--- src/source/arcade_params.svh ---
`ifndef ARCADE_PARAMS_SVH
`define ARCADE_PARAMS_SVH

// ==============================
// ROM download
// ==============================

// loader byte address and SDRAM word address
`define ARC_DL_ADDR_W     25
`define ARC_SDRAM_ADDR_W  23

// sprite ROMs start here in the download image
`define ARC_SPRITE_BASE   25'h0018000

// set in the loader address for the 16-bit CSD ROM
`define ARC_WIDE_ROM_BIT  16
`define ARC_ROM_INDEX     8'h00

// tab key
`define ARC_KEY_VAN       8'h0D

// ==============================
// reset and audio
// ==============================
`define ARC_RESET_CNT_W   16
`define ARC_AUDIO_W       16
`define ARC_CSD_W         10
`define ARC_CSD_SHIFT     5

`endif

--- src/source/arcade_pkg.sv ---
`include "arcade_params.svh"

package arcade_pkg;

	// loader byte address, flat for 8-bit ROMs, split for the 16-bit ROM reorder
	typedef struct packed {
		logic [`ARC_DL_ADDR_W-`ARC_WIDE_ROM_BIT-1:0] upper;
		logic                                        b15;
		logic                                        b14;
		logic [13:0]                                 low;
	} dl_addr_wide_t;

	typedef union packed {
		logic [`ARC_DL_ADDR_W-1:0] flat;
		dl_addr_wide_t             wide;
	} dl_addr_u;

	typedef struct packed {
		logic       active;
		logic       wr;
		logic [7:0] index;
		dl_addr_u   addr;
		logic [7:0] data;
	} dl_write_t;

	// req is a toggle, one inversion per write
	typedef struct packed {
		logic                         req;
		logic [`ARC_SDRAM_ADDR_W-1:0] addr;
		logic [1:0]                   ds;
		logic [15:0]                  data;
	} sdram_wr_t;

	typedef struct packed {
		logic coin2;
		logic coin1;
		logic fire_f;
		logic fire_e;
		logic fire_d;
		logic fire_c;
		logic fire_b;
		logic fire_a;
	} player_in_t;

	typedef struct packed {
		logic gun;
		logic missile;
		logic shift_state;
		logic van;
		logic oil;
		logic smoke;
	} cabinet_in_t;

	typedef struct packed {
		logic       strobe;
		logic       pressed;
		logic [7:0] code;
	} key_event_t;

	typedef logic [`ARC_AUDIO_W-1:0] audio_t;
	typedef logic [`ARC_CSD_W-1:0]   csd_audio_t;

endpackage

--- src/source/sigma_delta_dac.sv ---
`timescale 1ns/100ps
`include "arcade_params.svh"

module sigma_delta_dac (
	input  logic               clk_sys,
	input  logic               rst_n_i,
	input  arcade_pkg::audio_t sample_i,
	output logic               bit_o
);

	logic [`ARC_AUDIO_W:0] acc_d;
	logic [`ARC_AUDIO_W:0] acc_q;

	// residue plus new sample, carry out is the pulse
	assign acc_d = {1'b0, acc_q[`ARC_AUDIO_W-1:0]} + {1'b0, sample_i};

	always_ff @(posedge clk_sys or negedge rst_n_i) begin
		if (!rst_n_i)
			acc_q <= '0;
		else
			acc_q <= acc_d;
	end

	// pulse density tracks sample / 2^16
	assign bit_o = acc_q[`ARC_AUDIO_W];

endmodule

--- src/source/audio_mixer.sv ---
`timescale 1ns/100ps
`include "arcade_params.svh"

module audio_mixer (
	input  logic                   clk_sys,
	input  logic                   rst_n_i,
	input  arcade_pkg::audio_t     audio_l_i,
	input  arcade_pkg::audio_t     audio_r_i,
	input  arcade_pkg::csd_audio_t csd_audio_i,
	output logic                   dac_l_o,
	output logic                   dac_r_o
);

	logic [`ARC_AUDIO_W:0] csd_scaled;
	logic [`ARC_AUDIO_W:0] sum_l;
	logic [`ARC_AUDIO_W:0] sum_r;

	// sound board output sits below the core's full scale
	assign csd_scaled = {{(`ARC_AUDIO_W + 1 - `ARC_CSD_W){1'b0}}, csd_audio_i} << `ARC_CSD_SHIFT;
	assign sum_l      = {1'b0, audio_l_i} + csd_scaled;
	assign sum_r      = {1'b0, audio_r_i} + csd_scaled;

	// drop the lsb so the carry fits
	sigma_delta_dac u_dac_l (
		.clk_sys  (clk_sys),
		.rst_n_i  (rst_n_i),
		.sample_i (sum_l[`ARC_AUDIO_W:1]),
		.bit_o    (dac_l_o)
	);

	sigma_delta_dac u_dac_r (
		.clk_sys  (clk_sys),
		.rst_n_i  (rst_n_i),
		.sample_i (sum_r[`ARC_AUDIO_W:1]),
		.bit_o    (dac_r_o)
	);

endmodule

--- src/source/rom_loader.sv ---
`timescale 1ns/100ps
`include "arcade_params.svh"

module rom_loader (
	input  logic                  clk_sys,
	input  logic                  rst_n_i,
	input  arcade_pkg::dl_write_t dl_i,
	output arcade_pkg::sdram_wr_t port_cpu_o,
	output arcade_pkg::sdram_wr_t port_sprite_o,
	output logic                  rom_loaded_o
);

	logic                         wr_last_q;
	logic                         write_edge;
	arcade_pkg::dl_addr_u         rom_addr;
	logic [`ARC_DL_ADDR_W-1:0]    sp_addr;
	logic                         cpu_req_q;
	logic                         sprite_req_q;
	logic [`ARC_SDRAM_ADDR_W-1:0] cpu_addr_q;
	logic [`ARC_SDRAM_ADDR_W-1:0] sprite_addr_q;
	logic [1:0]                   cpu_ds_q;
	logic [1:0]                   sprite_ds_q;
	logic [15:0]                  data_q;
	logic                         active_q;
	logic                         end_q;
	logic                         loaded_q;

	// one byte per rising edge of the loader strobe
	assign write_edge = dl_i.active && dl_i.wr && !wr_last_q && (dl_i.index == `ARC_ROM_INDEX);

	// bit 14 moves down to select the byte in the 16-bit CSD ROM
	always_comb begin
		rom_addr = dl_i.addr;
		if (dl_i.addr.flat[`ARC_WIDE_ROM_BIT])
			rom_addr.flat = {dl_i.addr.wide.upper, dl_i.addr.wide.b15,
				dl_i.addr.wide.low, dl_i.addr.wide.b14};
	end

	assign sp_addr = dl_i.addr.flat - `ARC_SPRITE_BASE;

	always_ff @(posedge clk_sys or negedge rst_n_i) begin
		if (!rst_n_i) begin
			wr_last_q    <= 1'b0;
			cpu_req_q    <= 1'b0;
			sprite_req_q <= 1'b0;
			active_q     <= 1'b0;
			end_q        <= 1'b0;
			loaded_q     <= 1'b0;
		end else begin
			wr_last_q <= dl_i.wr;
			active_q  <= dl_i.active;
			end_q     <= active_q & ~dl_i.active;
			// sticky once the first download has finished
			if (end_q)
				loaded_q <= 1'b1;
			if (write_edge) begin
				cpu_req_q    <= ~cpu_req_q;
				sprite_req_q <= ~sprite_req_q;
			end
		end
	end

	// sprite bytes interleave into 32-bit words over two 16-bit halves
	always_ff @(posedge clk_sys) begin
		if (write_edge) begin
			cpu_addr_q    <= rom_addr.flat[`ARC_SDRAM_ADDR_W:1];
			cpu_ds_q      <= {rom_addr.flat[0], ~rom_addr.flat[0]};
			sprite_addr_q <= {sp_addr[23:17], sp_addr[14:0], sp_addr[16]};
			sprite_ds_q   <= {sp_addr[15], ~sp_addr[15]};
			data_q        <= {2{dl_i.data}};
		end
	end

	assign port_cpu_o    = '{req: cpu_req_q, addr: cpu_addr_q, ds: cpu_ds_q, data: data_q};
	assign port_sprite_o = '{req: sprite_req_q, addr: sprite_addr_q, ds: sprite_ds_q, data: data_q};
	assign rom_loaded_o  = loaded_q;

	// the loader strobes bytes only while a download is active
	a_wr_in_download: assert property (@(posedge clk_sys) disable iff (!rst_n_i)
		dl_i.wr |-> dl_i.active);

endmodule

--- src/source/reset_sequencer.sv ---
`timescale 1ns/100ps
`include "arcade_params.svh"

module reset_sequencer (
	input  logic clk_sys,
	input  logic rst_n_i,
	input  logic menu_reset_i,
	input  logic button_reset_i,
	input  logic rom_loaded_i,
	output logic game_reset_o
);

	logic                        cause;
	logic [`ARC_RESET_CNT_W-1:0] count_q;
	logic                        reset_q;

	assign cause = menu_reset_i | button_reset_i | ~rom_loaded_i;

	// the core wants a second reset pulse after the first release
	always_ff @(posedge clk_sys or negedge rst_n_i) begin
		if (!rst_n_i) begin
			count_q <= '1;
			reset_q <= 1'b1;
		end else begin
			if (cause)
				count_q <= '1;
			else if (count_q != '0)
				count_q <= count_q - 1'b1;
			reset_q <= cause | (count_q == `ARC_RESET_CNT_W'(1));
		end
	end

	assign game_reset_o = reset_q;

	// a complete ROM image stays loaded
	a_loaded_sticky: assert property (@(posedge clk_sys) disable iff (!rst_n_i)
		rom_loaded_i |=> rom_loaded_i);

endmodule

--- src/source/player_controls.sv ---
`timescale 1ns/100ps
`include "arcade_params.svh"

module player_controls (
	input  logic                    clk_sys,
	input  logic                    rst_n_i,
	input  arcade_pkg::player_in_t  buttons_i,
	input  arcade_pkg::key_event_t  key_i,
	output arcade_pkg::cabinet_in_t cabinet_o
);

	logic fire_c_q;
	logic shift_q;
	logic van_key_q;

	// ==============================
	// gearbox and van latch
	// ==============================
	always_ff @(posedge clk_sys or negedge rst_n_i) begin
		if (!rst_n_i) begin
			fire_c_q  <= 1'b0;
			shift_q   <= 1'b0;
			van_key_q <= 1'b0;
		end else begin
			fire_c_q <= buttons_i.fire_c;
			// a coin drops back into low gear
			if (buttons_i.coin1 | buttons_i.coin2)
				shift_q <= 1'b0;
			else if (buttons_i.fire_c & ~fire_c_q)
				shift_q <= ~shift_q;
			if (key_i.strobe && (key_i.code == `ARC_KEY_VAN))
				van_key_q <= key_i.pressed;
		end
	end

	assign cabinet_o = '{
		gun:         buttons_i.fire_a,
		missile:     buttons_i.fire_b,
		shift_state: shift_q,
		van:         van_key_q | buttons_i.fire_d,
		oil:         buttons_i.fire_e,
		smoke:       buttons_i.fire_f
	};

endmodule

--- src/source/arcade_top.sv ---
`timescale 1ns/100ps

module arcade_top (
	input  logic                    clk_sys,
	input  logic                    rst_n_i,
	input  arcade_pkg::dl_write_t   dl_i,
	input  logic                    menu_reset_i,
	input  logic                    button_reset_i,
	input  arcade_pkg::player_in_t  buttons_i,
	input  arcade_pkg::key_event_t  key_i,
	input  arcade_pkg::audio_t      audio_l_i,
	input  arcade_pkg::audio_t      audio_r_i,
	input  arcade_pkg::csd_audio_t  csd_audio_i,
	output arcade_pkg::sdram_wr_t   port_cpu_o,
	output arcade_pkg::sdram_wr_t   port_sprite_o,
	output logic                    game_reset_o,
	output arcade_pkg::cabinet_in_t cabinet_o,
	output logic                    audio_l_o,
	output logic                    audio_r_o
);

	logic rom_loaded;

	// ==============================
	// ROM download and reset
	// ==============================
	rom_loader u_rom_loader (
		.clk_sys       (clk_sys),
		.rst_n_i       (rst_n_i),
		.dl_i          (dl_i),
		.port_cpu_o    (port_cpu_o),
		.port_sprite_o (port_sprite_o),
		.rom_loaded_o  (rom_loaded)
	);

	reset_sequencer u_reset_sequencer (
		.clk_sys        (clk_sys),
		.rst_n_i        (rst_n_i),
		.menu_reset_i   (menu_reset_i),
		.button_reset_i (button_reset_i),
		.rom_loaded_i   (rom_loaded),
		.game_reset_o   (game_reset_o)
	);

	// ==============================
	// controls and audio
	// ==============================
	player_controls u_player_controls (
		.clk_sys   (clk_sys),
		.rst_n_i   (rst_n_i),
		.buttons_i (buttons_i),
		.key_i     (key_i),
		.cabinet_o (cabinet_o)
	);

	audio_mixer u_audio_mixer (
		.clk_sys     (clk_sys),
		.rst_n_i     (rst_n_i),
		.audio_l_i   (audio_l_i),
		.audio_r_i   (audio_r_i),
		.csd_audio_i (csd_audio_i),
		.dac_l_o     (audio_l_o),
		.dac_r_o     (audio_r_o)
	);

endmodule

--- config.mk ---
export PLATFORM = sky130hd
export DESIGN_NAME = arcade_top
export DESIGN_NICKNAME = d
export VERILOG_FILES = /design/src/source/arcade_pkg.sv /design/src/source/sigma_delta_dac.sv /design/src/source/audio_mixer.sv /design/src/source/rom_loader.sv /design/src/source/reset_sequencer.sv /design/src/source/player_controls.sv /design/src/source/arcade_top.sv
export VERILOG_INCLUDE_DIRS = /design/src /design/src/source
export SDC_FILE = /design/constraint.sdc
export NUM_CORES = 1
export LEC_CHECK = 0
export BUFFER_PORTS_ARGS = -buffer_cell sky130_fd_sc_hd__buf_2
export CAP_MARGIN = 5
export CORE_UTILIZATION = 57
export CTS_CLUSTER_SIZE = 8
export DETAILED_ROUTE_END_ITERATION = 8
export PLACE_DENSITY = 0.89
export SYNTH_ARGS = -nofsm -noshare
export SYNTH_HDL_FRONTEND = slang
export SYNTH_SLANG_ARGS = --single-unit
--- constraint.sdc ---
create_clock -name clk_sys -period 7 [get_ports clk_sys]
set_input_delay 1.05 -clock clk_sys [delete_from_list [all_inputs] [get_ports clk_sys]]
set_output_delay 1.05 -clock clk_sys [all_outputs]
set_load 0.005 [all_outputs]
==> impl_metrics.env <==
export IMPL_synthFlopType="edfxtp_1"
export IMPL_path_clk_slew_ps=60
export IMPL_multi_input_area_mm2=0.00321
export IMPL_p_leak_nw=3.62
export IMPL_setup_violations_final=0
export IMPL_ys_top_cells_by_count="edfxtp_1, ha_1, dfrtp_1"
export IMPL_dr_wl_met3_um=673
export IMPL_regArea_mm2=0.00323
export IMPL_cp_end_kind="flip-flop"
export IMPL_async_reset_ff_frac=0.513
export IMPL_synth_xor_area_share=0.0708
export IMPL_yosys_cell_types_count=58
export IMPL_r2r_slack_ps=4610
export IMPL_wire_per_inst_um=17.1
export IMPL_path_class="in -> reg"
export IMPL_clock_skew_ps=4.17
export IMPL_critical_path_cell_chain="buf_2 > ha_1 > fa_1 > a21oi_1 > o211ai_1 > or2_2 > a31oi_1 > xnor2_1 > ha_1 > and4_1 > a221o_1 > a21oi_1 > xnor2_1"
export IMPL_critical_path_top_delay_family="compound AO/OA/AOI/OAI gates"
export IMPL_tritoncts="done"
export IMPL_postCtsSetupBuffers=0
export IMPL_core_mm2=0.0115
export IMPL_synth_area_mm2=0.00680
export IMPL_grt_max_degree=61
export IMPL_synth_top_area_cell="edfxtp_1"
export IMPL_final_setup_tns_ps=0
export IMPL_worstMarginPinSlew_ps=1170
export IMPL_syn_nets=776
export IMPL_cp_data_arrival_time_ps=4060
export IMPL_period_share=0.534
export IMPL_cp_slowest_cell="fa_1"
export IMPL_max_cap_viol_count=0
export IMPL_num_rows=39
export IMPL_clock_sinks=117
export IMPL_yosys_top_cells_area="edfxtp_1, dfrtp_1, ha_1"
export IMPL_clk_path_buf_depth=2
export IMPL_ant_nets=0
export IMPL_ys_seq_area_frac=0.475
export IMPL_drc=9
export IMPL_crit_buf_inv=1
export IMPL_synth_adder_area_share=0.117
export IMPL_timing_hold_ws_ps=426
export IMPL_cts_hold_buffers=0
export IMPL_die_y_um=111
export IMPL_synth_area_per_cell_um2=11.2
export IMPL_wl_met1_um=6230
export IMPL_post_dp_hpwl_um=11600
export IMPL_die_area_mm2=0.0124
export IMPL_die_width_um=111
export IMPL_muxShareOfSynthArea=0.0294
export IMPL_grt_pass1_vias=5571
export IMPL_syn2layout_area_growth_pct=21.0
export IMPL_required_ps=7330
export IMPL_gp_congestion=0.885
export IMPL_grt_usage=0.267
export IMPL_finalNetCount=945
export IMPL_synth_seq_cells=117
export IMPL_cp_start_kind="input pin"
export IMPL_grt_pass1_wl_um=26000
export IMPL_firstDrtPassIters=7
export IMPL_nFillCells=785
export IMPL_synthCells=608
export IMPL_clock_fmax_mhz=268
export IMPL_root_buffer="clkbuf_16"
export IMPL_vias=5394
export IMPL_rsz0062_at_grt="no"
export IMPL_viasPerCell=5.78
export IMPL_ys_warn_count=0
export IMPL_synth_compound_area_share=0.128
export IMPL_status="complete, but fails checks"
export IMPL_synth_top_family_by_area="compound AO/OA/AOI/OAI gates"
export IMPL_synthDominantCellAreaShare=0.252
export IMPL_period_needed_ps=3740
export IMPL_hp_class="reg -> reg"
export IMPL_wl_met2_um=8600
export IMPL_final_hold_viol_count=0
export IMPL_ir_worst_vdd_mv=0.241
export IMPL_clk_latency_ps=410
export IMPL_cts_resized=0
export IMPL_antenna_found_initial=1
export IMPL_yosys_area_share_simple=0.127
export IMPL_io_buffers=188
export IMPL_drive_gt1_frac=0.339
export IMPL_violations="DRC"
export IMPL_slew_viol_final=0
export IMPL_htree_num_levels=4
export IMPL_synth_edf_count=57
export IMPL_drt_initial_drc_count=274
export IMPL_crit_fanout=5
export IMPL_power_density_mw_per_mm2=346
export IMPL_topRoutingLayerUsed="met4"
export IMPL_grt_overflow=0
export IMPL_drt_total_wl_um=16000
export IMPL_pin_count=200
export IMPL_critPathMaxStageDelay_ps=420
export IMPL_start_util=0.591
export IMPL_cts_buffers=17
export IMPL_slew_headroom=0.216
## area by class of cell
class,count,area share
Multi-Input combinational cell,427,0.390
Inverter,24,0.0109
Timing Repair Buffer,190,0.116
Tap cell,143,0.0217
Clock inverter,14,0.0152
Antenna cell,1,0.000304
Clock buffer,18,0.0533
Sequential cell,117,0.393
## metrics by stage
stage	util	power [W]	setup slack, ps	area (um^2)	instances
global route	0.715	0.00301	2960	8230	934
detailed placement	0.666	0.00199	2860	7670	901
global placement	0.666	0.00191	2990	7670	901
finish	0.715	0.00285	3260	8230	934
CTS	0.715	0.00284	3300	8230	933
floorplan	-	0.00175	3320	6800	608
## final timing paths
| path | from | to | cells past startpoint |
|---|---|---|---|
| worst max-delay path | csd_audio_i[0] | u_audio_mixer.u_dac_r.acc_q[15] | 13 |
| worst min-delay path | u_rom_loader.end_q | u_rom_loader.rom_loaded_o | 1 |
| worst max register to register | u_rom_loader.wr_last_q | u_rom_loader.sprite_addr_q[11] | 4 |
| worst min register to register | u_rom_loader.end_q | u_rom_loader.rom_loaded_o | 1 |
| max in group asynchronous | rst_n_i | u_audio_mixer.u_dac_l.acc_q[15] | 2 |
| min in group asynchronous | rst_n_i | u_audio_mixer.u_dac_r.acc_q[16] | 2 |
## layer usage
| metal | up-vias | global-route usage |
|---|---|---|
| li1 | 2573 | - |
| met1 | 2601 | 0.302 |
| met2 | 179 | 0.476 |
| met3 | 41 | 0.0536 |
| met4 | 0 | 0.139 |
| met5 | - | 0 |
## registers in the layout (all words and copies together), names as in the netlist, 2 cells and up
name / cells
u_audio_mixer.u_dac_l.acc_q: 17
u_audio_mixer.u_dac_r.acc_q: 17
u_reset_sequencer.count_q: 16
u_rom_loader.cpu_addr_q: 22
u_rom_loader.cpu_ds_q: 2
u_rom_loader.data_q: 8
u_rom_loader.sprite_addr_q: 23
u_rom_loader.sprite_ds_q: 2
## worst register-to-register path: stages (launching register included)
cell	delay, ps
dfrtp_1	380
nor2_1	110
nand4_1	90
or4_1	520
inv_2	900
## layout by cell type (no fill, tap or decap), types with 16 or more instances in the layout
| cell type | count |
|---|---|
| buf_2 | 188 |
| ha_1 | 57 |
| edfxtp_1 | 57 |
| dfrtp_1 | 43 |
| a21oi_1 | 37 |
| xnor2_1 | 35 |
| nor2_1 | 32 |
| nand2_1 | 27 |
| o21ai_0 | 24 |
| inv_1 | 23 |
| xor2_1 | 20 |
| nand3_1 | 17 |
| clkbuf_16 | 17 |
| dfstp_2 | 17 |
| mux2_2 | 16 |
## report_power, final
part | leakage (nW) | switching (W) | internal, W
clock network | 0.273 | 0.000323 | 0.000499
logic | 2.14 | 0.000635 | 0.000503
registers | 1.20 | 0.0000422 | 0.000846
## cells by family after synthesis
logic type               after synthesis
buffers and inverters                 64
adder cells (fa/ha/maj)               61
multiplexers                          18
flip-flops                           117
AO/OA/AOI/OAI                        134
XOR/XNOR                              55
AND/OR/NAND/NOR                      159
(Power assumes the default switching activity.)
